<file path="src/include/cluster_periph_defs.svh">
// Sizes, address map, register offsets and reset values, included by every design file
`ifndef CLUSTER_PERIPH_DEFS_SVH
`define CLUSTER_PERIPH_DEFS_SVH

// Cluster size and request id width (one id bit per core plus one)
`define NB_CORES        4
`define PERIPH_ID_WIDTH 5
`define EVNT_WIDTH      8

`define BOOT_ADDR_RST   32'h1C000000

// Address bits that pick the target block
`define ADDR_SEL_MSB    11
`define ADDR_SEL_LSB    10

// Register offsets inside each block, bits 5..2 of the address
`define CTRL_EOC_OFFS   6'h00
`define CTRL_FETCH_OFFS 6'h08
`define CTRL_BOOT_OFFS  6'h10
`define TIMER_CNT_OFFS  6'h00
`define TIMER_CMP_OFFS  6'h04
`define TIMER_CFG_OFFS  6'h08
`define EU_MASK_OFFS    6'h00
`define EU_BUFFER_OFFS  6'h10
`define EU_CLEAR_OFFS   6'h20

`define ERR_RDATA       32'hDEADB33F

`endif

</file>
<file path="src/verilog/cluster_periph_pkg.sv">
// Shared types and helpers for the cluster peripheral block, referenced by scoped name
`include "cluster_periph_defs.svh"

package cluster_periph_pkg;

  // Block selected by address bits 11..10
  typedef enum logic [1:0] {
    TGT_CTRL  = 2'd0,
    TGT_TIMER = 2'd1,
    TGT_EU    = 2'd2,
    TGT_NONE  = 2'd3
  } periph_target_e;

  // Per-core events: 0 timer, 1 mailbox, 5..2 accelerator, 6 DMA event, 7 DMA irq
  typedef logic [`EVNT_WIDTH-1:0] evt_vec_t;

  typedef struct packed {
    logic                        valid;
    logic [31:0]                 rdata;
    logic                        opc;
    logic [`PERIPH_ID_WIDTH-1:0] id;
  } periph_resp_t;

  // Byte-enabled register update
  function automatic logic [31:0] be_merge(input logic [31:0] old_v,
                                           input logic [31:0] new_v,
                                           input logic [3:0]  be);
    logic [31:0] res;
    res = old_v;
    for (int b = 0; b < 4; b++) begin
      if (be[b]) begin
        res[8*b +: 8] = new_v[8*b +: 8];
      end
    end
    return res;
  endfunction

endpackage

</file>
<file path="src/verilog/periph_bus_if.sv">
// Peripheral bus carrying one request and its response between decode, blocks and result stage
`include "cluster_periph_defs.svh"

interface periph_bus_if;

  // Request side
  logic                        req;
  logic [31:0]                 add;
  logic                        wen;
  logic [31:0]                 wdata;
  logic [3:0]                  be;
  logic [`PERIPH_ID_WIDTH-1:0] id;

  // Response side
  logic                        gnt;
  logic                        r_valid;
  logic [31:0]                 r_rdata;
  logic                        r_opc;
  logic [`PERIPH_ID_WIDTH-1:0] r_id;

  modport master (output req, add, wen, wdata, be, id,
                  input  gnt, r_valid, r_rdata, r_opc, r_id);

  modport slave (input  req, add, wen, wdata, be, id,
                 output gnt, r_valid, r_rdata, r_opc, r_id);

  modport monitor (input req, add, wen, wdata, be, id,
                   input gnt, r_valid, r_rdata, r_opc, r_id);

endinterface

</file>
<file path="src/verilog/periph_addr_decode.sv">
// Decode stage, routes each accepted request to one block by address and flags unmapped ones
`include "cluster_periph_defs.svh"

module periph_addr_decode (
  input  logic                               clk_i,
  input  logic                               rst_n_i,
  input  logic                               req_i,
  input  logic [31:0]                        add_i,
  input  logic                               wen_i,
  input  logic [31:0]                        wdata_i,
  input  logic [3:0]                         be_i,
  input  logic [`PERIPH_ID_WIDTH-1:0]        id_i,
  output logic                               gnt_o,
  periph_bus_if.master                       ctrl_bus,
  periph_bus_if.master                       timer_bus,
  periph_bus_if.master                       eu_bus,
  output logic                               err_valid_o,
  output logic [`PERIPH_ID_WIDTH-1:0]        err_id_o,
  output cluster_periph_pkg::periph_target_e sel_o
);

  cluster_periph_pkg::periph_target_e tgt;
  logic                               accept;
  logic                               gnt_q;

  assign tgt    = cluster_periph_pkg::periph_target_e'(add_i[`ADDR_SEL_MSB:`ADDR_SEL_LSB]);
  assign accept = req_i & gnt_q;
  assign gnt_o  = gnt_q;

  // Request fields go to every block, only req is steered
  assign ctrl_bus.add    = add_i;
  assign ctrl_bus.wen    = wen_i;
  assign ctrl_bus.wdata  = wdata_i;
  assign ctrl_bus.be     = be_i;
  assign ctrl_bus.id     = id_i;
  assign ctrl_bus.req    = accept & (tgt == cluster_periph_pkg::TGT_CTRL);

  assign timer_bus.add   = add_i;
  assign timer_bus.wen   = wen_i;
  assign timer_bus.wdata = wdata_i;
  assign timer_bus.be    = be_i;
  assign timer_bus.id    = id_i;
  assign timer_bus.req   = accept & (tgt == cluster_periph_pkg::TGT_TIMER);

  assign eu_bus.add      = add_i;
  assign eu_bus.wen      = wen_i;
  assign eu_bus.wdata    = wdata_i;
  assign eu_bus.be       = be_i;
  assign eu_bus.id       = id_i;
  assign eu_bus.req      = accept & (tgt == cluster_periph_pkg::TGT_EU);

  // Grant once all blocks are ready, error flag and select for the next cycle
  always_ff @(posedge clk_i) begin
    if (!rst_n_i) begin
      gnt_q       <= 1'b0;
      err_valid_o <= 1'b0;
      sel_o       <= cluster_periph_pkg::TGT_NONE;
    end else begin
      gnt_q       <= ctrl_bus.gnt & timer_bus.gnt & eu_bus.gnt;
      err_valid_o <= accept & (tgt == cluster_periph_pkg::TGT_NONE);
      sel_o       <= tgt;
    end
  end

  always_ff @(posedge clk_i) begin
    err_id_o <= id_i;
  end

endmodule

</file>
<file path="src/verilog/cluster_ctrl_unit.sv">
// Cluster control unit, holds end of computation, fetch enables and per-core boot addresses
`include "cluster_periph_defs.svh"

module cluster_ctrl_unit (
  input  logic                           clk_i,
  input  logic                           rst_n_i,
  periph_bus_if.slave                    bus,
  output logic                           eoc_o,
  output logic [`NB_CORES-1:0]           fetch_enable_o,
  output logic [`NB_CORES-1:0][31:0]     boot_addr_o
);

  logic [5:0]                        offs;
  logic                              wr;
  logic                              eoc_q;
  logic [`NB_CORES-1:0]              fetch_q;
  logic [`NB_CORES-1:0][31:0]        boot_q;
  logic [31:0]                       rdata_d;
  logic                              r_valid_q;
  logic [31:0]                       r_rdata_q;
  logic [`PERIPH_ID_WIDTH-1:0]       r_id_q;

  assign offs = {bus.add[5:2], 2'b00};
  assign wr   = bus.req & ~bus.wen;

  // Single-cycle block, always ready
  assign bus.gnt = 1'b1;

  // Read mux, writes and undefined offsets return zero
  always_comb begin
    rdata_d = '0;
    if (offs == `CTRL_EOC_OFFS) begin
      rdata_d[0] = eoc_q;
    end
    if (offs == `CTRL_FETCH_OFFS) begin
      rdata_d[`NB_CORES-1:0] = fetch_q;
    end
    for (int c = 0; c < `NB_CORES; c++) begin
      if (offs == 6'(`CTRL_BOOT_OFFS + 4 * c)) begin
        rdata_d = boot_q[c];
      end
    end
    if (!bus.wen) begin
      rdata_d = '0;
    end
  end

  always_ff @(posedge clk_i) begin
    if (!rst_n_i) begin
      eoc_q     <= 1'b0;
      fetch_q   <= '0;
      boot_q    <= {`NB_CORES{`BOOT_ADDR_RST}};
      r_valid_q <= 1'b0;
    end else begin
      r_valid_q <= bus.req;
      if (wr && offs == `CTRL_EOC_OFFS && bus.be[0]) begin
        eoc_q <= bus.wdata[0];
      end
      if (wr && offs == `CTRL_FETCH_OFFS && bus.be[0]) begin
        fetch_q <= bus.wdata[`NB_CORES-1:0];
      end
      for (int c = 0; c < `NB_CORES; c++) begin
        if (wr && offs == 6'(`CTRL_BOOT_OFFS + 4 * c)) begin
          boot_q[c] <= cluster_periph_pkg::be_merge(boot_q[c], bus.wdata, bus.be);
        end
      end
    end
  end

  always_ff @(posedge clk_i) begin
    r_rdata_q <= rdata_d;
    r_id_q    <= bus.id;
  end

  assign bus.r_valid    = r_valid_q;
  assign bus.r_rdata    = r_rdata_q;
  assign bus.r_opc      = 1'b0;
  assign bus.r_id       = r_id_q;

  assign eoc_o          = eoc_q;
  assign fetch_enable_o = fetch_q;
  assign boot_addr_o    = boot_q;

endmodule

</file>
<file path="src/verilog/cluster_timer.sv">
// Cluster timer, free-running count with compare match, wrap and a one-cycle event
`include "cluster_periph_defs.svh"

module cluster_timer (
  input  logic        clk_i,
  input  logic        rst_n_i,
  periph_bus_if.slave bus,
  output logic        timer_evt_o
);

  logic [5:0]                  offs;
  logic                        wr;
  logic [31:0]                 cnt_q;
  logic [31:0]                 cmp_q;
  logic                        en_q;
  logic                        match;
  logic [31:0]                 rdata_d;
  logic                        r_valid_q;
  logic [31:0]                 r_rdata_q;
  logic [`PERIPH_ID_WIDTH-1:0] r_id_q;

  assign offs    = {bus.add[5:2], 2'b00};
  assign wr      = bus.req & ~bus.wen;
  assign bus.gnt = 1'b1;

  // Match only counts while running
  assign match = en_q & (cnt_q == cmp_q);

  always_comb begin
    rdata_d = '0;
    case (offs)
      `TIMER_CNT_OFFS: rdata_d = cnt_q;
      `TIMER_CMP_OFFS: rdata_d = cmp_q;
      `TIMER_CFG_OFFS: rdata_d[0] = en_q;
      default:         rdata_d = '0;
    endcase
    if (!bus.wen) begin
      rdata_d = '0;
    end
  end

  // ******************************
  // Counter, compare and config
  // ******************************
  always_ff @(posedge clk_i) begin
    if (!rst_n_i) begin
      cnt_q       <= '0;
      cmp_q       <= '1;
      en_q        <= 1'b0;
      timer_evt_o <= 1'b0;
      r_valid_q   <= 1'b0;
    end else begin
      r_valid_q   <= bus.req;
      timer_evt_o <= match;
      // Bus write beats wrap and increment
      if (wr && offs == `TIMER_CNT_OFFS) begin
        cnt_q <= cluster_periph_pkg::be_merge(cnt_q, bus.wdata, bus.be);
      end else if (match) begin
        cnt_q <= '0;
      end else if (en_q) begin
        cnt_q <= cnt_q + 32'd1;
      end
      if (wr && offs == `TIMER_CMP_OFFS) begin
        cmp_q <= cluster_periph_pkg::be_merge(cmp_q, bus.wdata, bus.be);
      end
      if (wr && offs == `TIMER_CFG_OFFS && bus.be[0]) begin
        en_q <= bus.wdata[0];
      end
    end
  end

  always_ff @(posedge clk_i) begin
    r_rdata_q <= rdata_d;
    r_id_q    <= bus.id;
  end

  assign bus.r_valid = r_valid_q;
  assign bus.r_rdata = r_rdata_q;
  assign bus.r_opc   = 1'b0;
  assign bus.r_id    = r_id_q;

endmodule

</file>
<file path="src/verilog/event_unit.sv">
// Event unit, buffers per-core events, applies masks and write-one clears, raises interrupts
`include "cluster_periph_defs.svh"

module event_unit (
  input  logic                         clk_i,
  input  logic                         rst_n_i,
  periph_bus_if.slave                  bus,
  input  logic                         timer_evt_i,
  input  logic                         mbox_irq_i,
  input  logic [`NB_CORES-1:0][3:0]    acc_events_i,
  input  logic [`NB_CORES-1:0]         dma_event_i,
  input  logic [`NB_CORES-1:0]         dma_irq_i,
  output logic [`NB_CORES-1:0]         irq_req_o
);

  logic [5:0]                     offs;
  logic                           wr;
  cluster_periph_pkg::evt_vec_t   evt    [`NB_CORES];
  cluster_periph_pkg::evt_vec_t   clr    [`NB_CORES];
  cluster_periph_pkg::evt_vec_t   buf_q  [`NB_CORES];
  cluster_periph_pkg::evt_vec_t   mask_q [`NB_CORES];
  logic [31:0]                    rdata_d;
  logic                           r_valid_q;
  logic [31:0]                    r_rdata_q;
  logic [`PERIPH_ID_WIDTH-1:0]    r_id_q;

  assign offs    = {bus.add[5:2], 2'b00};
  assign wr      = bus.req & ~bus.wen;
  assign bus.gnt = 1'b1;

  // Shared timer and mailbox, per-core accelerator and DMA sources
  for (genvar c = 0; c < `NB_CORES; c++) begin : g_evt
    assign evt[c] = {dma_irq_i[c], dma_event_i[c], acc_events_i[c], mbox_irq_i, timer_evt_i};
  end

  always_comb begin
    rdata_d = '0;
    for (int c = 0; c < `NB_CORES; c++) begin
      clr[c] = '0;
      if (wr && bus.be[0] && offs == 6'(`EU_CLEAR_OFFS + 4 * c)) begin
        clr[c] = bus.wdata[`EVNT_WIDTH-1:0];
      end
      if (offs == 6'(`EU_MASK_OFFS + 4 * c)) begin
        rdata_d[`EVNT_WIDTH-1:0] = mask_q[c];
      end
      if (offs == 6'(`EU_BUFFER_OFFS + 4 * c)) begin
        rdata_d[`EVNT_WIDTH-1:0] = buf_q[c];
      end
    end
    if (!bus.wen) begin
      rdata_d = '0;
    end
  end

  // ******************************
  // Buffers, masks and interrupts
  // ******************************
  always_ff @(posedge clk_i) begin
    if (!rst_n_i) begin
      buf_q     <= '{default: '0};
      mask_q    <= '{default: '0};
      irq_req_o <= '0;
      r_valid_q <= 1'b0;
    end else begin
      r_valid_q <= bus.req;
      for (int c = 0; c < `NB_CORES; c++) begin
        // New events win over a clear in the same cycle
        buf_q[c]     <= (buf_q[c] & ~clr[c]) | evt[c];
        irq_req_o[c] <= |(buf_q[c] & mask_q[c]);
        if (wr && bus.be[0] && offs == 6'(`EU_MASK_OFFS + 4 * c)) begin
          mask_q[c] <= bus.wdata[`EVNT_WIDTH-1:0];
        end
      end
    end
  end

  always_ff @(posedge clk_i) begin
    r_rdata_q <= rdata_d;
    r_id_q    <= bus.id;
  end

  assign bus.r_valid = r_valid_q;
  assign bus.r_rdata = r_rdata_q;
  assign bus.r_opc   = 1'b0;
  assign bus.r_id    = r_id_q;

endmodule

</file>
<file path="src/verilog/periph_resp_mux.sv">
// Result stage, merges block responses and unmapped errors onto the single response port
`include "cluster_periph_defs.svh"

module periph_resp_mux (
  input  logic                               clk_i,
  input  logic                               rst_n_i,
  input  cluster_periph_pkg::periph_target_e sel_i,
  input  logic                               err_valid_i,
  input  logic [`PERIPH_ID_WIDTH-1:0]        err_id_i,
  periph_bus_if.monitor                      ctrl_bus,
  periph_bus_if.monitor                      timer_bus,
  periph_bus_if.monitor                      eu_bus,
  output logic                               r_valid_o,
  output logic [31:0]                        r_rdata_o,
  output logic                               r_opc_o,
  output logic [`PERIPH_ID_WIDTH-1:0]        r_id_o
);

  cluster_periph_pkg::periph_resp_t resp;
  cluster_periph_pkg::periph_resp_t last_q;

  always_comb begin
    case (sel_i)
      cluster_periph_pkg::TGT_CTRL:
        resp = '{ctrl_bus.r_valid, ctrl_bus.r_rdata, ctrl_bus.r_opc, ctrl_bus.r_id};
      cluster_periph_pkg::TGT_TIMER:
        resp = '{timer_bus.r_valid, timer_bus.r_rdata, timer_bus.r_opc, timer_bus.r_id};
      cluster_periph_pkg::TGT_EU:
        resp = '{eu_bus.r_valid, eu_bus.r_rdata, eu_bus.r_opc, eu_bus.r_id};
      default:
        resp = '{err_valid_i, `ERR_RDATA, err_valid_i, err_id_i};
    endcase
  end

  // Keep the last payload on the port between responses
  always_ff @(posedge clk_i) begin
    if (!rst_n_i) begin
      last_q <= '0;
    end else if (resp.valid) begin
      last_q <= resp;
    end
  end

  assign r_valid_o = resp.valid;
  assign r_rdata_o = resp.valid ? resp.rdata : last_q.rdata;
  assign r_opc_o   = resp.valid ? resp.opc : last_q.opc;
  assign r_id_o    = resp.valid ? resp.id : last_q.id;

endmodule

</file>
<file path="src/verilog/cluster_periph_top.sv">
// Top level of the cluster peripheral block, plain bus ports around decode, blocks and result
`include "cluster_periph_defs.svh"

module cluster_periph_top (
  input  logic                           clk_i,
  input  logic                           rst_n_i,
  // Request port
  input  logic                           req_i,
  input  logic [31:0]                    add_i,
  input  logic                           wen_i,
  input  logic [31:0]                    wdata_i,
  input  logic [3:0]                     be_i,
  input  logic [`PERIPH_ID_WIDTH-1:0]    id_i,
  // Response port
  output logic                           gnt_o,
  output logic                           r_valid_o,
  output logic [31:0]                    r_rdata_o,
  output logic                           r_opc_o,
  output logic [`PERIPH_ID_WIDTH-1:0]    r_id_o,
  // Event sources
  input  logic                           mbox_irq_i,
  input  logic [`NB_CORES-1:0][3:0]      acc_events_i,
  input  logic [`NB_CORES-1:0]           dma_event_i,
  input  logic [`NB_CORES-1:0]           dma_irq_i,
  // Core control
  output logic                           eoc_o,
  output logic [`NB_CORES-1:0]           fetch_enable_o,
  output logic [`NB_CORES-1:0][31:0]     boot_addr_o,
  output logic [`NB_CORES-1:0]           irq_req_o
);

  cluster_periph_pkg::periph_target_e sel;
  logic                               err_valid;
  logic [`PERIPH_ID_WIDTH-1:0]        err_id;
  logic                               timer_evt;

  periph_bus_if ctrl_bus ();
  periph_bus_if timer_bus ();
  periph_bus_if eu_bus ();

  // ******************************
  // Decode
  // ******************************
  periph_addr_decode u_decode (
    .clk_i       (clk_i),
    .rst_n_i     (rst_n_i),
    .req_i       (req_i),
    .add_i       (add_i),
    .wen_i       (wen_i),
    .wdata_i     (wdata_i),
    .be_i        (be_i),
    .id_i        (id_i),
    .gnt_o       (gnt_o),
    .ctrl_bus    (ctrl_bus.master),
    .timer_bus   (timer_bus.master),
    .eu_bus      (eu_bus.master),
    .err_valid_o (err_valid),
    .err_id_o    (err_id),
    .sel_o       (sel)
  );

  // ******************************
  // Register blocks
  // ******************************
  cluster_ctrl_unit u_ctrl (
    .clk_i          (clk_i),
    .rst_n_i        (rst_n_i),
    .bus            (ctrl_bus.slave),
    .eoc_o          (eoc_o),
    .fetch_enable_o (fetch_enable_o),
    .boot_addr_o    (boot_addr_o)
  );

  cluster_timer u_timer (
    .clk_i       (clk_i),
    .rst_n_i     (rst_n_i),
    .bus         (timer_bus.slave),
    .timer_evt_o (timer_evt)
  );

  event_unit u_eu (
    .clk_i        (clk_i),
    .rst_n_i      (rst_n_i),
    .bus          (eu_bus.slave),
    .timer_evt_i  (timer_evt),
    .mbox_irq_i   (mbox_irq_i),
    .acc_events_i (acc_events_i),
    .dma_event_i  (dma_event_i),
    .dma_irq_i    (dma_irq_i),
    .irq_req_o    (irq_req_o)
  );

  // ******************************
  // Result
  // ******************************
  periph_resp_mux u_resp (
    .clk_i       (clk_i),
    .rst_n_i     (rst_n_i),
    .sel_i       (sel),
    .err_valid_i (err_valid),
    .err_id_i    (err_id),
    .ctrl_bus    (ctrl_bus.monitor),
    .timer_bus   (timer_bus.monitor),
    .eu_bus      (eu_bus.monitor),
    .r_valid_o   (r_valid_o),
    .r_rdata_o   (r_rdata_o),
    .r_opc_o     (r_opc_o),
    .r_id_o      (r_id_o)
  );

endmodule

</file>
<file path="config.mk">
export PLATFORM = sky130hd
export DESIGN_NAME = cluster_periph_top
export DESIGN_NICKNAME = d
export VERILOG_FILES = /design/src/verilog/cluster_periph_pkg.sv /design/src/verilog/periph_bus_if.sv /design/src/verilog/periph_addr_decode.sv /design/src/verilog/cluster_ctrl_unit.sv /design/src/verilog/cluster_timer.sv /design/src/verilog/event_unit.sv /design/src/verilog/periph_resp_mux.sv /design/src/verilog/cluster_periph_top.sv
export VERILOG_INCLUDE_DIRS = /design/src /design/src/include
export SDC_FILE = /design/constraint.sdc
export NUM_CORES = 1
export LEC_CHECK = 0
export BUFFER_PORTS_ARGS = -buffer_cell sky130_fd_sc_hd__buf_2
export CAP_MARGIN = 30
export CELL_PAD_IN_SITES_DETAIL_PLACEMENT = 1
export CELL_PAD_IN_SITES_GLOBAL_PLACEMENT = 1
export CORE_UTILIZATION = 42
export CTS_CLUSTER_SIZE = 16
export DETAILED_ROUTE_END_ITERATION = 7
export PLACE_DENSITY = 0.83
export SLEW_MARGIN = 20
export SYNTH_ARGS = -nofsm -noshare
export SYNTH_HDL_FRONTEND = slang
export SYNTH_SLANG_ARGS = --single-unit
export TNS_END_PERCENT = 5
</file>
<file path="constraint.sdc">
create_clock -name clk_i -period 2.75 [get_ports clk_i]
set_input_delay 0.6875 -clock clk_i [delete_from_list [all_inputs] [get_ports clk_i]]
set_output_delay 0.6875 -clock clk_i [all_outputs]
set_load 0.01 [all_outputs]
</file>
# Word level (Yosys, flattened, before mapping)
# Cells that the tools add are included.
word_totals:
  inputBits: 102
  ff_bits: 413
  output_inout_bits: 177
classes:
  n_mux: 32
  n_addsub: 1
  n_bitwise: 26
  n_reduce_logical: 53
  n_eq_ne: 21
op_table:
  columns: ["op", "count"]
  rows:
  - ["32-bit two-way mux", 8]
  - ["8-bit two-way mux", 16]
  - ["39-bit one-hot mux with 3 select lines", 1]
  - ["8-bit bitwise AND", 8]
  - ["31-bit one-hot mux with 2 select lines", 1]
  - ["2-bit AND reduction", 24]
  - ["32-bit by 1-bit adder with 32-bit output, second input constant", 1]
  - ["32-bit equality test", 1]
  - ["8-bit inverter", 4]
  - ["8-bit bitwise OR", 4]
  - ["8-bit OR reduction", 4]
  - ["1-bit logical AND", 21]
  - ["4-bit by 3-bit equality test with 1-bit output, second input constant", 4]
  - ["4-bit equality test, second input constant", 4]
  - ["1-bit bitwise AND", 9]
  - ["4-bit by 2-bit equality test with 1-bit output, second input constant", 2]
  - ["2-bit inequality test, second input constant", 4]
  - ["2-bit equality test, second input constant", 3]
  - ["6-bit zero test", 1]
  - ["5-bit two-way mux", 1]
  - ["2-bit by 1-bit equality test with 1-bit output, second input constant", 2]
  - ["4-bit by 1-bit equality test with 1-bit output, second input constant", 1]
  - ["2-bit zero test", 2]
  - ["4-bit two-way mux", 1]
  - ["4 further kinds", 6]

# Longest topological paths before layout
# Gate-level depths: netlist (run 1).
depth:
  depth_word: 9
  ltp_mapped: 10
  depth_no_buf: 7

# By module
# Synthesis (run 1) repeated with hierarchy kept, for this count alone.
hier_totals:
  cells_unflattened: 2216
  area_unflattened_um2: 20409.6
modules_own_cells:
  columns: ["mod", "area_per_inst_um2", "instances", "seq_area_each_um2", "cells_each"]
  rows:
  - ["cluster_ctrl_unit", 7124.3, 1, 3423.3, 702]
  - ["cluster_timer", 5142.4, 1, 2082.0, 627]
  - ["event_unit", 3836.2, 1, 1641.6, 421]
  - ["periph_resp_mux", 2393.5, 1, 760.7, 225]
  - ["periph_addr_decode", 1913.1, 1, 180.2, 241]

# Worst setup path after synthesis (run 1)
# No wires, ideal clock.
synth_path:
  kind: "register -> output"
  start: "reg u_decode.sel_o[1]"
  end: "out r_rdata_o[10]"
  slack_ns: 0.289
  required_time_ns: 2.062
  path_stages_with_launch: 9
  arrival_ns: 1.773
  n_path_buf: 4
  path_cell_list: "dfxtp_1 > buf_2 > nand2b_1 > buf_2 > o22ai_1 > nor2b_1 > buf_2 > buf_2 > o31ai_1"
synth_between:
  elab_chain_len: 3
  elab_cells_between_ends: 5
  classes_between: "eq/ne (2); mux (2); reduce/logical (1)"
synth_lines:
  columns: ["element", "line_no", "source"]
  rows:
  - ["start: declaration", "periph_addr_decode.sv:19", "output cluster_periph_pkg::periph_target_e sel_o"]
  - ["start signal: assignment", "periph_addr_decode.sv:57", "sel_o <= cluster_periph_pkg::TGT_NONE;"]
  - ["start signal: assignment", "periph_addr_decode.sv:61", "sel_o <= tgt;"]
  - ["2-bit equality test (tied with other cells)", "periph_resp_mux.sv:23", "case (sel_i)"]
  - ["39-bit one-hot mux with 3 select lines (*)", "periph_resp_mux.sv:23", null]
  - ["32-bit two-way mux (*)", "periph_resp_mux.sv:45", "assign r_rdata_o = resp.valid ? resp.rdata : last_q.rdata;"]
  - ["end: declaration", "cluster_periph_top.sv:17", "output logic [31:0] r_rdata_o,"]
# Mark *: on every way between the ends. The rest lies on a longest branch, timed or not.

# Final worst setup path (run 1)
layout_path:
  start: "reg u_decode.sel_o[0]"
  end: "out r_rdata_o[22]"
# The elaborated chain is that of the path after synthesis.

==> results of run 1 <==
==> worst max-delay path: stages (launching register included) <==
cell	delay [ns]
dfxtp_4	0.38
mux2i_4	0.26
o22ai_4	0.11
nor2b_4	0.19
buf_8	0.17
clkbuf_16	0.16
nand2_2	0.07
o31ai_4	0.06
buf_2	0.17
==> sequential cells by signal, summed over array words and instances, names as in the netlist, 2 cells and up <==
signal                 flops
u_eu.mask_q               32
u_timer.bus.r_rdata       32
u_eu.bus.r_rdata           8
u_decode.sel_o             2
u_timer.cmp_q             32
u_eu.bus.r_id              5
u_ctrl.fetch_enable_o      4
u_ctrl.boot_addr_o       128
u_eu.buf_q                32
u_timer.cnt_q             32
u_resp.last_q             38
u_eu.irq_req_o             4
u_ctrl.bus.r_rdata        32
==> layout make-up <==
cell class | instances | area, um^2 | area share
clock buffer | 62 | 1290 | 0.0617
sequential | 389 | 7790 | 0.372
tap | 518 | 648 | 0.0310
antenna | 3 | 7.51 | 0.000359
multi-input combinational | 1378 | 8520 | 0.407
timing repair buffer | 355 | 2390 | 0.114
clock inverter | 19 | 213 | 0.0102
inverter | 15 | 71.3 | 0.00341
==> metrics by stage <==
stage / worst slack (ns) / area [um^2] / std cells / setup TNS [ns]
2_1_floorplan: 0.289 / 16700 / 1940 / 0
3_3_place_gp: 0.150 / 18800 / 2638 / 0
3_5_place_dp: 0.0245 / 18800 / 2638 / 0
4_1_cts: -0.104 / 20700 / 2733 / -2.08
5_1_grt: -0.176 / 20900 / 2739 / -4.55
6_report: -0.0893 / 20900 / 2739 / -1.44
==> synth_stat cells (22+ instances only) <==
cell type	number	area, um^2
a21boi_0	32	240
a21oi_1	165	826
a22oi_1	74	556
and2_1	37	231
and3_1	38	238
buf_2	44	220
clkbuf_1	102	383
dfxtp_1	389	7790
mux2i_1	44	440
mux4_2	28	631
nand2_1	279	1050
nand3_1	262	1310
nand4_1	22	138
nor2_1	100	375
o21a_1	32	240
o21ai_0	40	200
o22ai_1	23	144
xnor2_1	32	280
==> repair_timing <==
| action | 4_1_cts | 5_1_grt |
|---|---|---|
| resized for setup | 59 | 37 |
| hold endpoints to repair | 0 | 0 |
| endpoints found under the setup margin | 37 | 35 |
| buffers inserted | 9 | 1 |
| gates cloned | 5 | 2 |
| pin swaps | 4 | 3 |
==> logic make-up after synthesis <==
group,Yosys count,synth area share
xor gates and xnor gates,35,0.0183
adders and majority gates,1,0.000747
DFF,389,0.465
AOI/OAI and AO/OA,454,0.172
muxes,81,0.0700
buffers and inverters,173,0.0431
and+or+nand+nor,807,0.231
==> layout by cell type (no fill, tap or decap), drive strengths merged, types with 4 or more instances in the layout <==
cell / n
a21boi: 32
a21oi: 167
a221oi: 7
a22oi: 74
a311oi: 4
a31oi: 20
a41oi: 4
and2: 37
and3: 38
and4: 4
buf: 351
bufinv: 4
clkbuf: 64
clkinv: 14
dfxtp: 389
inv: 15
mux2: 9
mux2i: 44
mux4: 28
nand2: 279
nand2b: 8
nand3: 262
nand3b: 4
nand4: 22
nor2: 103
nor2b: 21
nor3: 16
nor4: 9
o2111ai: 5
o211ai: 11
o21a: 32
o21ai: 44
o22ai: 23
o31ai: 13
xnor2: 32
==> power breakdown <==
group	leakage (nW)	internal (mW)	switching (mW)
Sequential	3.15	5.70	0.0565
Combinational	4.39	0.255	0.495
Clock	0.749	3.66	2.49
==> per-layer routing <==
metal	vias to the layer above	part of all wire	wire, um
li1	7436	-	-
met1	8327	0.43	28600
met2	864	0.45	29800
met3	116	0.090	5950
met4	2	0.023	1530
met5	-	0.00026	17
==> worst paths after layout <==
kind                                   startpoint           endpoint  slack, ns  cells after the start
worst max-delay path            u_decode.sel_o[0]      r_rdata_o[22]      -0.09                      8
worst min-delay path                      id_i[3]   u_eu.bus.r_id[3]       0.21                      1
worst max register to register   u_timer.cnt_q[9]  u_timer.cnt_q[19]       0.17                      6
worst min register to register   u_resp.last_q[1]   u_resp.last_q[1]       0.46                      2
==> results_dict.tcl, run 1 <==
set metrics [dict create \
    status "complete, but fails checks" \
    failed_checks "negative setup slack" \
    numCtsBuffers 44 \
    setup_viol 35 \
    leakagePower_nw 8.29 \
    cap_violations 0 \
    cts_tree "done" \
    grt_usage 0.317 \
    fin_ws_ns -0.0893 \
    synth-edff-count 0 \
    gr-usage-met2 0.494 \
    min_period_ns 2.84 \
    path_clk_slew_ns 0.06 \
    finalCritPeriodShare 1.03 \
    nets 2286 \
    worstPathArrival_ns 2.15 \
    hold_viol 0 \
    synth_area_um2 16700 \
    grt_max_degree 138 \
    synth.net_count 2043 \
    grt_pass1_wl_um 100000 \
    postCtsHoldBufs 0 \
    vias 16745 \
    cp-end-kind "output port" \
    yosysWarnings 0 \
    n_fill_cell 4534 \
    worst_pin_slew_ns 1.01 \
    ys.flop_type "dfxtp_1" \
    ys_ff_latch 389 \
    ant_nets 0 \
    slew_violations 0 \
    clockRootBuffer "clkbuf_16" \
    cp-start-kind "flip-flop" \
    crit_fanout 7 \
    grt_util_met3 0.0543 \
    hold-worst-slack_ns 0.215 \
    power.total_mw 12.7 \
    num_rows 72 \
    post-route-util 0.537 \
    post_synth.cell_area_avg_um2 8.63 \
    post_drt_wl_per_cell_um 24.1 \
    synthCells 1940 \
    clk_latency_ns 0.58 \
    wl_um 65900 \
    path_class "flip-flop to output port" \
    final.setup_skew_ns 0.0265 \
    rsz0062_at_grt "true" \
    viasPerCell 6.11 \
    drt_iter0_markers 1555 \
    htree_levels 2 \
    ys_async_sr_fraction 0 \
    synth.distinct_cells 61 \
    die_h_um 202 \
    ioPinCount 279 \
    grt_pass1_vias 16496 \
    portBuffers 252 \
    antenna_found_initial 7 \
    cts_sinks 389 \
    core_area_um2 39000 \
    busiest_layer "met2" \
    die_x_um 202 \
    initial_core_util 0.429 \
    cts_buffer_depth 3 \
    grtUsageMet1 0.446 \
    ys_seq_area_frac 0.465 \
    powerDensity_nw_per_um2 604 \
    fmax_ghz 0.352 \
    peakVddDrop_v 0.000400 \
    worstHoldPathType "input pin to flip-flop" \
    post-dp-hpwl_um 44200 \
    gp_congestion 0.976 \
    drcViolationCount 0 \
    cp_data_required_time_ns 2.06 \
    area_delta_synth_final_pct 25.0 \
    drive_gt1_frac 0.243 \
    die-area_um2 40700 \
    first_pass_iters 8 \
    slew_headroom 0.320 \
    overflow 0 \
]
Power figures use the tool's default switching activity.
==> run 2, diff against run 1 <==
Settings changed: RECOVER_POWER set to 100, SETUP_SLACK_MARGIN set to 0.1.
==> results_dict.tcl, run 2 (synthesis gave the netlist of run 1 again) <==
set metrics [dict create \
    status "complete, but fails checks" \
    failed_checks "max-capacitance violations, max-slew violations, negative setup slack" \
    leakagePower_nw 7.60 \
    htree_levels 2 \
    die-area_um2 40700 \
    worst_pin_slew_ns 1.58 \
    crit_fanout 7 \
    antenna_found_initial 6 \
    pre_cts_ws_ns 0.0245 \
    gp_congestion 0.976 \
    power.total_mw 12.6 \
    setup_viol 35 \
    finalCritPeriodShare 1.03 \
    min_period_ns 2.84 \
    wl_um 65800 \
    path_class "flip-flop to output port" \
    cts_sinks 389 \
    postCtsHoldBufs 0 \
    clockRootBuffer "clkbuf_16" \
    cts_buffer_depth 3 \
    overflow 0 \
    drt_iter0_markers 1463 \
    hold_viol 0 \
    ant_nets 0 \
    grt_pass1_wl_um 100000 \
    portBuffers 252 \
    vias 16758 \
    fin_ws_ns -0.0927 \
    first_pass_iters 5 \
    dp.cells 2638 \
    grt_max_degree 138 \
    cts_tree "done" \
    die_x_um 202 \
    multi_input_area_um2 8480 \
    cap_violations 1 \
    final_common_cell "dfxtp_1" \
    post-dp-hpwl_um 44200 \
    slew_violations 138 \
    drive_gt1_frac 0.175 \
    clk_latency_ns 0.58 \
    post_drt_wl_per_cell_um 24.0 \
    cp_data_required_time_ns 2.06 \
    n_fill_cell 4617 \
    area_delta_synth_final_pct 23.1 \
    drcViolationCount 0 \
    cp-start-kind "flip-flop" \
    worstPathArrival_ns 2.16 \
    num_rows 72 \
    largest_reg_flops 128 \
    nets 2287 \
    ioPinCount 279 \
    worstHoldPathType "input pin to flip-flop" \
    viasPerCell 6.12 \
    path_clk_slew_ns 0.06 \
    core_area_um2 39000 \
    fin_setup_tns_ns -1.56 \
    fmax_ghz 0.352 \
    instances_no_fill 2739 \
    initial_core_util 0.429 \
    post-route-cell-area_um2 20600 \
    grt_usage 0.317 \
    slew_headroom -0.0554 \
    layout_common_cells "387 x dfxtp_1, 261 x nand3_1, 259 x nand2_1, 162 x a21oi_1, 157 x clkbuf_1" \
    grt_pass1_vias 16496 \
    rsz0062_at_grt "true" \
    place_area_um2 18800 \
    seq_area_um2 7790 \
    die_h_um 202 \
    peakVddDrop_v 0.000397 \
    cp-end-kind "output port" \
    final.setup_skew_ns 0.0281 \
    powerDensity_nw_per_um2 613 \
    numCtsBuffers 44 \
]
run 2: final timing paths:
check                           slack (ns)                     end              start  depth (start not counted)
worst max-delay path                 -0.09           r_rdata_o[30]  u_decode.sel_o[0]                          8
worst min-delay path                  0.22        u_eu.bus.r_id[3]            id_i[3]                          1
worst max register to register        0.03  u_ctrl.boot_addr_o[82]     u_decode.gnt_o                          7
worst min register to register        0.46        u_resp.last_q[1]   u_resp.last_q[1]                          2
run 2: cell type report:
type / count / area share
clock buffers: 62 / 0.0627
diodes: 2 / 0.000243
well taps: 518 / 0.0315
multi-input cells: 1378 / 0.412
inverters: 15 / 0.00346
flip-flops and latches: 389 / 0.378
repair buffers: 356 / 0.102
clock inverters: 19 / 0.0103
run 2: routing by layer:
metal | part of all wire | GRT usage
met1 | 0.43 | 0.446
met2 | 0.45 | 0.494
met3 | 0.088 | 0.0543
met4 | 0.026 | 0.0942
met5 | 0.00026 | 0
run 2: power breakdown:
group | total [mW] | leakage, nW | switching (mW) | internal (mW)
Clock | 6.14 | 0.749 | 2.48 | 3.66
Sequential | 5.76 | 3.15 | 0.0570 | 5.70
Combinational | 0.738 | 3.71 | 0.492 | 0.247
Total | 12.6 | 7.60 | 3.03 | 9.60
run 2: stage by stage:
step	utilization	hold WS [ns]
after floorplan	-	0.440
after global placement	0.482	0.451
after detailed placement	0.482	0.460
after CTS	0.532	0.193
after global routing	0.528	0.208
final	0.528	0.216
run 2: what timing repair did:
action	CTS	global route
endpoints found under the setup margin	38	40
cloned	5	2
resized for setup	60	45
pin swaps	4	6
buffers inserted	9	2
hold endpoints to repair	0	0
run 2: worst max-delay path, stage by stage (launching register included):
cell and delay (ns):
dfxtp_4 0.38, mux2i_4 0.27, o22ai_4 0.10, nor2b_4 0.19
buf_8 0.17, clkbuf_16 0.16, nand2_1 0.05, o21ai_1 0.08
buf_2 0.17
==> run 3, diff against run 2 <==
Settings changed: REMOVE_ABC_BUFFERS set to 1.
==> results_dict.tcl, run 3 (synthesis gave the netlist of run 1 again) <==
set metrics [dict create \
    fmax_ghz 0.347 \
    final_common_cell "dfxtp_1" \
    leakagePower_nw 7.50 \
    largest_reg_flops 128 \
    min_period_ns 2.88 \
    clockRootBuffer "clkbuf_16" \
    path_clk_slew_ns 0.06 \
    antenna_found_initial 5 \
    slew_headroom -0.262 \
    powerDensity_nw_per_um2 591 \
    nets 2284 \
    initial_core_util 0.429 \
    crit_fanout 12 \
    core_area_um2 39000 \
    portBuffers 252 \
    viasPerCell 6.05 \
    die_x_um 202 \
    gp_congestion 0.895 \
    grt_pass1_wl_um 98100 \
    worst_pin_slew_ns 1.89 \
    ant_nets 0 \
    pre_cts_ws_ns 0.0543 \
    grt_max_degree 83 \
    final.setup_skew_ns 0.0356 \
    overflow 0 \
    die-area_um2 40700 \
    rsz0062_at_grt "true" \
    cpLargestDelayFamily "buffers and inverters" \
    cp-end-kind "output port" \
    numCtsBuffers 42 \
    post-route-cell-area_um2 20400 \
    hold-worst-slack_ns 0.216 \
    crit_slowest_cell "dfxtp_4" \
    grt_pass1_vias 17167 \
    critical_path.max_stage_delay_ns 0.36 \
    cts_tree "done" \
    critPathBufInv 3 \
    num_rows 72 \
    path_cells "mux2i_1 -> o22ai_2 -> nor2b_4 -> buf_12 -> buf_16 -> o31ai_4 -> buf_2" \
    slew_violations 127 \
    vias 16530 \
    first_pass_iters 5 \
    fin_ws_ns -0.133 \
    cts_sinks 389 \
    place_area_um2 18800 \
    clk_latency_ns 0.58 \
    peakVddDrop_v 0.000362 \
    failed_checks "max-capacitance violations, max-slew violations, negative setup slack" \
    worstHoldPathType "input pin to flip-flop" \
    cp_data_required_time_ns 2.06 \
    fin_setup_tns_ns -2.49 \
    ioPinCount 279 \
    wl_um 64000 \
    worstPathArrival_ns 2.20 \
    grt_usage 0.306 \
    n_fill_cell 4658 \
    die_h_um 202 \
    drt_iter0_markers 1093 \
    post-dp-hpwl_um 42000 \
    drcViolationCount 0 \
    cap_violations 2 \
    setup_viol 38 \
    status "complete, but fails checks" \
    cts_buffer_depth 3 \
    area_delta_synth_final_pct 21.8 \
    drive_gt1_frac 0.171 \
    htree_levels 2 \
    hold_viol 0 \
    post_drt_wl_per_cell_um 23.4 \
    cp-start-kind "flip-flop" \
    layout_common_cells "387 x dfxtp_1, 262 x nand3_1, 260 x nand2_1, 164 x clkbuf_1, 160 x a21oi_1" \
    postCtsHoldBufs 0 \
    path_class "flip-flop to output port" \
    finalCritPeriodShare 1.05 \
]
==> run 3: worst register-to-register path, cell delays in order (launching register included) <==
cell and delay, ns:
dfxtp_1 0.38, nand3b_1 0.11, or3_1 0.46, nor3_1 0.24, clkbuf_2 0.60, nand2_1 0.49, nand2_1 0.17, nand3_1 0.09
==> run 3: area by class of cell <==
| class | instances | area (um^2) | area share |
|---|---|---|---|
| Antenna cell | 4 | 10.0 | 0.000491 |
| Clock buffer | 68 | 1250 | 0.0613 |
| Clock inverter | 7 | 71.3 | 0.00350 |
| Inverter | 15 | 70.1 | 0.00344 |
| Multi-Input combinational cell | 1378 | 8530 | 0.418 |
| Sequential cell | 389 | 7790 | 0.382 |
| Tap cell | 518 | 648 | 0.0318 |
| Timing Repair Buffer | 354 | 2010 | 0.0984 |
| Timing Repair inverter | 1 | 8.76 | 0.000430 |
==> run 3: path summary, 6_finish.rpt <==
path,slack (ns),depth (start not counted),endpoint,start
setup / recovery,-0.13,7,r_rdata_o[10],u_decode.sel_o[0]
hold / removal,0.22,1,u_eu.bus.r_id[4],id_i[4]
setup reg to reg,-0.01,7,u_ctrl.boot_addr_o[59],u_decode.gnt_o
hold reg to reg,0.46,2,u_resp.last_q[2],u_resp.last_q[2]
==> run 3: power breakdown <==
part           internal (mW)  switching, mW  leakage [nW]  total, mW
logic                  0.237          0.507          3.70      0.744
clock network           3.19           2.36         0.649       5.56
registers               5.70         0.0530          3.15       5.75
total                   9.13           2.92          7.50       12.1
==> run 3: layer usage <==
layer | vias up | share of wire | global-route usage
li1 | 7425 | - | -
met4 | 2 | 0.030 | 0.127
met5 | - | 0.00013 | 0
met3 | 127 | 0.077 | 0.0585
met1 | 8286 | 0.41 | 0.389
met2 | 690 | 0.48 | 0.506
==> run 3: repair_timing <==
| item | CTS | global route |
|---|---|---|
| setup endpoints to repair | 39 | 39 |
| setup buffers | 4 | 6 |
| pin swaps | 6 | 6 |
| gates cloned | 3 | 3 |
| gates resized for setup | 62 | 57 |
==> run 3: stage by stage <==
stage / power (mW) / utilization / cells
2_1_floorplan: 6.11 / - / 1782
3_3_place_gp: 6.54 / 0.482 / 2639
3_5_place_dp: 6.56 / 0.482 / 2639
4_1_cts: 12.1 / 0.525 / 2721
5_1_grt: 12.4 / 0.523 / 2733
6_report: 12.1 / 0.523 / 2734
